[src/cpu_defs.svh]
`ifndef CPU_DEFS_SVH
`define CPU_DEFS_SVH

// Datapath widths
`define INSTR_W  16
`define ID_W     7
`define REG_W    4
`define OFFSET_W 12
`define COND_W   4
`define DATA_W   16

// Special register indices
`define LINK_REG 4'd12
`define SP_REG   4'd14
`define PC_REG   4'd15

`endif

[src/cpuPkg.sv]
package cpuPkg;

    // Same 16-bit word, register layout or immediate layout
    typedef union packed {
        struct packed {
            logic [3:0] opcode;
            logic       op;
            logic [1:0] funct1;
            logic [2:0] rB;
            logic [2:0] rA;
            logic [2:0] rD;
        } regFmt;
        struct packed {
            logic [3:0] opcode;
            logic       op;
            logic [2:0] rD;
            logic [7:0] imm8;
        } immFmt;
    } instrWord_t;

endpackage

[src/cpuIfs.sv]
`include "cpu_defs.svh"

// Decoder fields toward the stage, purely combinational
interface decodeIf;
    logic [`ID_W-1:0]     id;
    logic [`REG_W-1:0]    regD;
    logic [`REG_W-1:0]    regA;
    logic [`REG_W-1:0]    regB;
    logic [`OFFSET_W-1:0] offset;
    logic [`COND_W-1:0]   branchCond;

    modport dec (output id, regD, regA, regB, offset, branchCond);
    modport stage (input id, regD, regA, regB, offset, branchCond);
endinterface

// Two same-cycle read ports of the register file
interface regReadIf;
    logic [`REG_W-1:0]  addrA;
    logic [`REG_W-1:0]  addrB;
    logic [`DATA_W-1:0] dataA;
    logic [`DATA_W-1:0] dataB;

    modport requester (output addrA, addrB, input dataA, dataB);
    modport file (input addrA, addrB, output dataA, dataB);
endinterface

[src/decodeStage.sv]
`include "cpu_defs.svh"

module decodeStage import cpuPkg::*; (
    input  logic                 clk,
    input  logic                 rstN,
    input  logic                 instrValid,
    input  instrWord_t           instr,
    regReadIf.requester          rd,
    output logic                 outValid,
    output logic [`ID_W-1:0]     outId,
    output logic [`REG_W-1:0]    outRegD,
    output logic [`OFFSET_W-1:0] outOffset,
    output logic [`COND_W-1:0]   outCond,
    output logic [`DATA_W-1:0]   outDataA,
    output logic [`DATA_W-1:0]   outDataB
);

    decodeIf decBus ();

    instructionDecoder u_dec (
        .instr (instr),
        .dec   (decBus.dec)
    );

    assign rd.addrA = decBus.regA;                      // Operand reads in the strobe cycle
    assign rd.addrB = decBus.regB;

    always_ff @(posedge clk) begin
        if (!rstN) begin
            outValid <= 1'b0;
        end else begin
            outValid <= instrValid;                     // One pulse per strobe
        end
    end

    // Bundle holds its last value between strobes
    always_ff @(posedge clk) begin
        if (instrValid) begin
            outId     <= decBus.id;
            outRegD   <= decBus.regD;
            outOffset <= decBus.offset;
            outCond   <= decBus.branchCond;
            outDataA  <= rd.dataA;
            outDataB  <= rd.dataB;
        end
    end

    // Strobe must be clean once out of reset
    assert property (@(posedge clk) disable iff (!rstN) !$isunknown(instrValid));

    // Only branch forms carry a real condition
    assert property (@(posedge clk) disable iff (!rstN)
        instrValid && decBus.branchCond != 4'hf |->
            decBus.id inside {7'h26, 7'h49, 7'h4f, 7'h50});

endmodule

[src/decodeTop.sv]
`include "cpu_defs.svh"

module decodeTop (
    input  logic                 clk,
    input  logic                 rstN,
    input  logic                 instrValid,
    input  logic [`INSTR_W-1:0]  instr,
    input  logic                 wrEn,
    input  logic [`REG_W-1:0]    wrAddr,
    input  logic [`DATA_W-1:0]   wrData,
    output logic                 outValid,
    output logic [`ID_W-1:0]     outId,
    output logic [`REG_W-1:0]    outRegD,
    output logic [`OFFSET_W-1:0] outOffset,
    output logic [`COND_W-1:0]   outCond,
    output logic [`DATA_W-1:0]   outDataA,
    output logic [`DATA_W-1:0]   outDataB
);

    regReadIf rdBus ();

    decodeStage u_stage (
        .clk        (clk),
        .rstN       (rstN),
        .instrValid (instrValid),
        .instr      (instr),                            // Raw word into the union port
        .rd         (rdBus.requester),
        .outValid   (outValid),
        .outId      (outId),
        .outRegD    (outRegD),
        .outOffset  (outOffset),
        .outCond    (outCond),
        .outDataA   (outDataA),
        .outDataB   (outDataB)
    );

    registerFile u_regs (
        .clk    (clk),
        .rstN   (rstN),
        .wrEn   (wrEn),
        .wrAddr (wrAddr),
        .wrData (wrData),
        .rd     (rdBus.file)
    );

endmodule

[src/instructionDecoder.sv]
`include "cpu_defs.svh"

module instructionDecoder import cpuPkg::*; (
    input  instrWord_t instr,
    decodeIf.dec       dec
);

    logic [3:0]           opcode;
    logic [4:0]           imm5;
    logic [7:0]           imm8;
    logic [3:0]           subB;      // Sub-opcode of formats D and B in bits 11:8
    logic [1:0]           fnB;       // Bits 7:6
    logic [`REG_W-1:0]    fldD;
    logic [`REG_W-1:0]    fldA;
    logic [`REG_W-1:0]    fldB;
    logic [`REG_W-1:0]    immD;
    logic [`ID_W-1:0]     id;
    logic [`REG_W-1:0]    regD;
    logic [`REG_W-1:0]    regA;
    logic [`REG_W-1:0]    regB;
    logic [`OFFSET_W-1:0] offset;
    logic [`COND_W-1:0]   cond;

    assign opcode = instr.regFmt.opcode;
    assign imm5   = {instr.regFmt.funct1, instr.regFmt.rB};
    assign imm8   = instr.immFmt.imm8;
    assign subB   = {instr.immFmt.op, instr.immFmt.rD};
    assign fnB    = imm8[7:6];
    assign fldD   = `REG_W'(instr.regFmt.rD);
    assign fldA   = `REG_W'(instr.regFmt.rA);
    assign fldB   = `REG_W'(instr.regFmt.rB);
    assign immD   = `REG_W'(instr.immFmt.rD);

    always_comb begin
        id     = '0;
        regD   = '0;
        regA   = '0;
        regB   = '0;
        offset = '0;
        cond   = 4'hf;                                      // Not a branch
        case (opcode)
            4'd0: begin                                     // Shift by immediate
                id     = instr.regFmt.op ? 7'h02 : 7'h01;
                regD   = fldD;
                regA   = fldA;
                offset = `OFFSET_W'(imm5);
            end
            4'd1: begin
                regD = fldD;
                regA = fldA;
                if (instr.regFmt.op) begin
                    case (instr.regFmt.funct1)
                        2'd0, 2'd1: begin                   // Add/sub register
                            id   = 7'h04 + {5'b0, instr.regFmt.funct1};
                            regB = fldB;
                        end
                        2'd2, 2'd3: begin                   // Add/sub 3-bit immediate
                            id     = 7'h04 + {5'b0, instr.regFmt.funct1};
                            offset = `OFFSET_W'(instr.regFmt.rB);
                        end
                        default: id = 7'h7e;
                    endcase
                end else begin
                    id     = 7'h03;
                    offset = `OFFSET_W'(imm5);
                end
            end
            4'd2, 4'd3: begin                               // Rd op imm8
                id     = 7'h08 + {5'b0, opcode[0], instr.immFmt.op};
                regD   = immD;
                regA   = immD;
                offset = `OFFSET_W'(imm8);
            end
            4'd4: begin
                if (instr.immFmt.op) begin                  // PC-relative load
                    id     = 7'h27;
                    regD   = immD;
                    regA   = `PC_REG;
                    regB   = immD;
                    offset = `OFFSET_W'(imm8);
                end else begin
                    regD = fldD;
                    regA = fldD;
                    regB = fldA;
                    case (subB)
                        4'd0, 4'd1, 4'd2, 4'd3: id = 7'h0c + {3'b0, subB[1:0], fnB};
                        4'd4: begin                         // High-register add
                            case (fnB)
                                2'd1: id = 7'h1c;
                                2'd2: id = 7'h1d;
                                2'd3: id = 7'h1e;
                                default: id = 7'h0c;
                            endcase
                            regB[`REG_W-1] = fnB[0];
                            regD[`REG_W-1] = fnB[1];
                            regA[`REG_W-1] = fnB[1];
                        end
                        4'd5: begin                         // High-register compare
                            case (fnB)
                                2'd1: id = 7'h1f;
                                2'd2: id = 7'h20;
                                2'd3: id = 7'h21;
                                default: id = 7'h0c;
                            endcase
                            regB[`REG_W-1] = fnB[0];
                            regD[`REG_W-1] = fnB[1];
                            regA[`REG_W-1] = fnB[1];
                        end
                        4'd6: begin                         // High-register move
                            id             = 7'h22 + {5'b0, fnB};
                            regB[`REG_W-1] = fnB[0];
                            regD[`REG_W-1] = fnB[1];
                            regA[`REG_W-1] = fnB[1];
                        end
                        4'd7: begin                         // BX with condition
                            id   = 7'h26;
                            cond = imm8[7:4];
                            regA = `PC_REG;
                            regB = fldD;
                        end
                        default: id = 7'h7d;
                    endcase
                end
            end
            4'd5: begin                                     // Register-offset load/store
                id   = 7'h28 + {4'b0, instr.regFmt.op, instr.regFmt.funct1};
                regD = fldD;
                regA = fldA;
                regB = fldB;
            end
            4'd6, 4'd7, 4'd8: begin                         // Load/store with 5-bit offset
                id     = 7'h24 + {2'b0, opcode, instr.regFmt.op};
                regD   = fldD;
                regA   = fldA;
                offset = `OFFSET_W'(imm5);
            end
            4'd9: begin                                     // SP-relative load/store
                id     = instr.immFmt.op ? 7'h37 : 7'h36;
                regD   = immD;
                regA   = `SP_REG;
                offset = `OFFSET_W'(imm8);
            end
            4'd10: begin                                    // Address from PC or SP
                id     = instr.immFmt.op ? 7'h39 : 7'h38;
                regD   = immD;
                regA   = instr.immFmt.op ? `SP_REG : `PC_REG;
                offset = `OFFSET_W'(imm8);
            end
            4'd11: begin                                    // Format B misc group
                case (subB)
                    4'd0: begin
                        if (fnB == 2'd1) begin
                            id   = 7'h4c;
                            regA = imm8[3:0];
                        end else begin
                            id   = 7'h3a;
                            regD = imm8[3:0];
                        end
                    end
                    4'd1: begin                             // BL and BX are always taken
                        id   = imm8[7] ? 7'h50 : 7'h4f;
                        cond = 4'he;
                        regD = `LINK_REG;
                        regA = `PC_REG;
                        regB = imm8[3:0];
                    end
                    4'd2: begin
                        id   = 7'h3b + {5'b0, fnB};
                        regD = fldD;
                        regB = fldA;
                    end
                    4'd4, 4'd13: begin                      // Single and multiple push and pop
                        if (imm8[7]) begin
                            id     = (subB == 4'd4) ? 7'h4d : 7'h4e;
                            regA   = `SP_REG;
                            offset = `OFFSET_W'(imm8[6:0]);
                        end else begin
                            id   = (subB == 4'd4) ? 7'h43 : 7'h44;
                            regD = fldD;
                        end
                    end
                    4'd10: begin
                        id   = 7'h3f + {5'b0, fnB};
                        regD = fldD;
                        regA = fldD;
                        regB = fldA;
                    end
                    4'd14: begin                            // I/O and pause
                        case (fnB)
                            2'd0: id = 7'h45;
                            2'd1: id = 7'h46;
                            2'd2: id = 7'h47;
                            default: id = 7'h7a;
                        endcase
                        if (fnB != 2'd1) begin
                            regD = fldD;
                        end
                    end
                    default: id = 7'h7a;
                endcase
            end
            4'd12: begin                                    // Software interrupt
                id     = 7'h48;
                offset = `OFFSET_W'(imm8);
            end
            4'd13: begin                                    // Conditional branch
                id     = 7'h49;
                cond   = subB;
                regA   = `PC_REG;
                offset = `OFFSET_W'(imm8);
            end
            4'd14: id = instr.immFmt.op ? 7'h4b : 7'h4a;   // HLT or NOP
            4'd15: id = (instr == {`INSTR_W{1'b1}}) ? 7'h64 : 7'h7f;
        endcase
    end

    assign dec.id         = id;
    assign dec.regD       = regD;
    assign dec.regA       = regA;
    assign dec.regB       = regB;
    assign dec.offset     = offset;
    assign dec.branchCond = cond;

endmodule

[src/registerFile.sv]
`include "cpu_defs.svh"

module registerFile (
    input  logic               clk,
    input  logic               rstN,
    input  logic               wrEn,
    input  logic [`REG_W-1:0]  wrAddr,
    input  logic [`DATA_W-1:0] wrData,
    regReadIf.file             rd
);

    // R12 link, R14 stack pointer, R15 program counter
    logic [`DATA_W-1:0] regs [1 << `REG_W];

    always_ff @(posedge clk) begin
        if (!rstN) begin
            regs <= '{default: '0};                     // Whole file cleared
        end else if (wrEn) begin
            regs[wrAddr] <= wrData;
        end
    end

    // Reads see contents before the current edge
    assign rd.dataA = regs[rd.addrA];
    assign rd.dataB = regs[rd.addrB];

    // Writeback control must be clean once running
    assert property (@(posedge clk) disable iff (!rstN) !$isunknown(wrEn));

    assert property (@(posedge clk) disable iff (!rstN)
        wrEn |-> !$isunknown(wrAddr));

endmodule
[config.mk]
export PLATFORM = sky130hd
export DESIGN_NAME = decodeTop
export DESIGN_NICKNAME = d
export VERILOG_FILES = /design/src/cpuPkg.sv /design/src/cpuIfs.sv /design/src/decodeStage.sv /design/src/decodeTop.sv /design/src/instructionDecoder.sv /design/src/registerFile.sv
export VERILOG_INCLUDE_DIRS = /design/src /design/src/src
export SDC_FILE = /design/constraint.sdc
export NUM_CORES = 1
export LEC_CHECK = 0
export BUFFER_PORTS_ARGS = -buffer_cell sky130_fd_sc_hd__buf_2
export CAP_MARGIN = 20
export CELL_PAD_IN_SITES_DETAIL_PLACEMENT = 1
export CELL_PAD_IN_SITES_GLOBAL_PLACEMENT = 1
export CORE_MARGIN = 1
export CORE_UTILIZATION = 51
export CTS_CLUSTER_DIAMETER = 40
export DETAILED_ROUTE_END_ITERATION = 7
export GPL_ROUTABILITY_DRIVEN = 0
export HOLD_SLACK_MARGIN = 0.03
export PLACE_DENSITY = 0.9
export SETUP_SLACK_MARGIN = 0.4
export SLEW_MARGIN = 15
export SYNTH_ARGS = -nofsm -noshare
export SYNTH_HDL_FRONTEND = slang
export SYNTH_SLANG_ARGS = --single-unit
[constraint.sdc]
create_clock -name clk -period 8.3 [get_ports clk]
set_clock_uncertainty 0.05 [all_clocks]
set_input_delay 0.415 -clock clk [delete_from_list [all_inputs] [get_ports clk]]
set_output_delay 0.415 -clock clk [all_outputs]
set_load 0.005 [all_outputs]
==> reports/metrics.cfg <==
[drt]
route.detailed.drc=0
num_vias=17480
wl_per_cell_um=29.46
drt_wl_total_mm=74.13
routed_via_density=6.948
dr.pass1.iters=6
drt_iter0_drc=2643
ant_nets=0

[placed_design]
post-dp-hpwl_mm=41.79
numPortBuffers=95
place_inst=2425

[grt]
track_usage_pct=40.16
grt_first_pass_wirelength_mm=106.9
grt_overflow=0
grt_antenna_before_repair=5
grt_pass1_vias=17569
grt_max_degree=140

[setup_path]
critPathMaxStageDelay_ns=0.98
crit_chain=buf_2 > inv_1 > ha_1 > nor2b_1 > nand3b_1 > o311ai_2 > o211ai_1 > buf_4 > mux2i_1 > o22ai_1 > or4_1
crit_type=in2reg
slowest_stage=buf_4
cp_max_fo=64
required_ns=8.54
cp-start-kind=input port
endpoint_kind=flip-flop
arrival_ns=4.84

[finish]
nFillCells=3860
final_cells=2516
nets=2080
syn2layout_area_growth_pct=12.21
drive_gt1_share_pct=11.59

[sta]
whs_ns=0.1989
hold_viol_final=0
rsz0062_at_grt=no
drv_slew=0
tightestPinTransition_ns=1.296
fmax_ghz=0.2173
setup_viol=0
period_needed_ns=4.602
tns_ns=0
relSlewSlack_pct=13.40
period_share_pct=55.44

[worst_hold_path]
hp-class=in2reg

[logic_synthesis]
syn_inst=2022
syn_area_sq_um=17320
synth_edf_count=55
ys_seq_area_share_pct=39.23
syn_avg_cell_area_sq_um=8.568
yosys_warnings=0
synth_seq_cells=312
ys.flop_type=dfxtp_1
ys_types=74
ys_async_sr_fraction_pct=0

[clock_tree]
cts_made_buffers=44
cts_sinks=312
cts_buffer_depth=3
hold_buffers=0
cts_root_buf=clkbuf_16
post_cts_buffers=0
tritoncts=done
cts-resized-gates=0
clk_pin_slew_ns=0.08
insertion_delay_ns=0.58
htree_num_levels=2

[floorplanning]
fp.dieW_um=186.3
initial_core_util_pct=51.79
num_rows=67
ios=100
die_h_um=186.3
die_area_sq_um=34710
design.core.area_sq_um=33450

[pwr]
ir_drop_mv=0.1394
clkPwrFrac_pct=49.7
p_int_uw=2894
power_density_nw_per_um2=207.4
leakagePower_uw=0.007410
p_comb_share_pct=10.6
swShare_pct=28.20
power.switching_uw=1137
seqPwrFrac_pct=39.7

[job]
drv_cap=0

[outcome]
status=finished clean

## final cells by class
cell class              instances  area [sq um]  area share [%]
repair buffers                130         834.6           4.293
inverters                      13         48.80          0.2510
well taps                     448         560.5           2.884
multi-input cells            1526          9633           49.56
flip-flops and latches        312          6797           34.96
clock buffers                  50          1207           6.211
clock inverters                32         345.3           1.777
diodes                          5         12.51         0.06437
## registers in the layout, summed over array words and instances (netlist names)
signal             count
u_stage.outDataA      16
u_stage.outDataB      16
u_stage.outId          7
u_regs.regs          256
u_stage.outValid       1
u_stage.outCond        4
u_stage.outRegD        4
u_stage.outOffset      8
## routing by layer
| metal | wire length, um | share of wire [%] | track usage, % | up-vias |
|---|---|---|---|---|
| met5 | 16 | 0.022 | 0 | - |
| met4 | 5765 | 7.8 | 26.80 | 2 |
| met3 | 8555 | 12 | 9.799 | 435 |
| met2 | 32800 | 44 | 63.20 | 1361 |
| met1 | 26990 | 36 | 48.78 | 8497 |
| li1 | - | - | - | 7185 |
## cells in the mapped netlist (12+ instances only)
library cell  count  share of area, %
mux2i_1         257                15
dfxtp_1         257                30
edfxtp_1         55               9.5
buf_6            16               1.0
buf_4            20              0.87
o21ai_0          38               1.1
nand2_1         567                12
ha_1             13              0.94
buf_2            29              0.84
a21oi_1          28              0.81
clkbuf_1        100               2.2
nor2_1           34              0.74
a21boi_0        257                11
or4_1            32               1.4
nor2b_1          12              0.43
o22ai_1         134               4.8
nand3_1          19              0.55
## worst paths after layout
kind                    start             endpoint  slack (ns)  cells after the start
min reg2reg   u_regs.regs[16]      u_regs.regs[16]        0.43                      2
max                  instr[8]  u_stage.outDataA[9]        3.70                     11
max reg2reg  u_regs.regs[168]  u_stage.outDataB[8]        6.49                      3
min                wrData[14]     u_regs.regs[174]        0.20                      3
## metrics by stage
step / util (%) / area (sq um) / worst slack [ns] / power (uW)
2_1_floorplan: - / 17340 / 5.218 / 1899
3_3_place_gp: 53.01 / 17730 / 3.685 / 2013
3_5_place_dp: 53.18 / 17790 / 3.294 / 2033
4_1_cts: 57.82 / 19340 / 3.845 / 3997
5_1_grt: 58.10 / 19430 / 3.587 / 4107
6_report: 58.12 / 19440 / 3.698 / 4031
## layout by cell type (no fill, tap or decap), types with 10 or more instances in the layout
master | netlist | layout
o21ai_0 | 38 | 38
clkbuf_16 | 0 | 47
nand2_1 | 567 | 567
a21oi_1 | 28 | 28
dfxtp_1 | 257 | 257
buf_4 | 20 | 27
or4_1 | 32 | 32
nor2b_1 | 12 | 12
o22ai_1 | 134 | 134
inv_6 | 0 | 10
nor2_1 | 34 | 34
a21boi_0 | 257 | 257
buf_2 | 29 | 94
edfxtp_1 | 55 | 55
inv_1 | 11 | 11
ha_1 | 13 | 13
nand3_2 | 10 | 10
nand3_1 | 19 | 19
mux2i_1 | 257 | 257
## logic make-up after synthesis
family                     after synthesis  share of synthesized area (%)
muxes                                  259                          15.04
other                                    1                        0.02165
buffers and inverters                  187                          5.388
adders and majority gates               13                         0.9389
AOI/OAI and AO/OA                      528                          21.48
DFF                                    312                          39.23
and+or+nand+nor                        722                          17.90
## critical path, delay by kind of cell
kind            cells  cell delay, ns
compound gates      3            1.04
simple gates        3            1.10
mux                 1            0.31
fa+ha+maj           1            0.56
buf+inv             3            1.30
## power by group through the flow
stage	registers [uW]	clock network, uW	logic (uW)
2_1_floorplan	1630	0	274
3_3_place_gp	1630	0	385
3_5_place_dp	1630	0	403
4_1_cts	1600	1990	407
5_1_grt	1600	2070	441
6_report	1600	2000	427
Note: power is estimated with default switching activity, not from simulation.
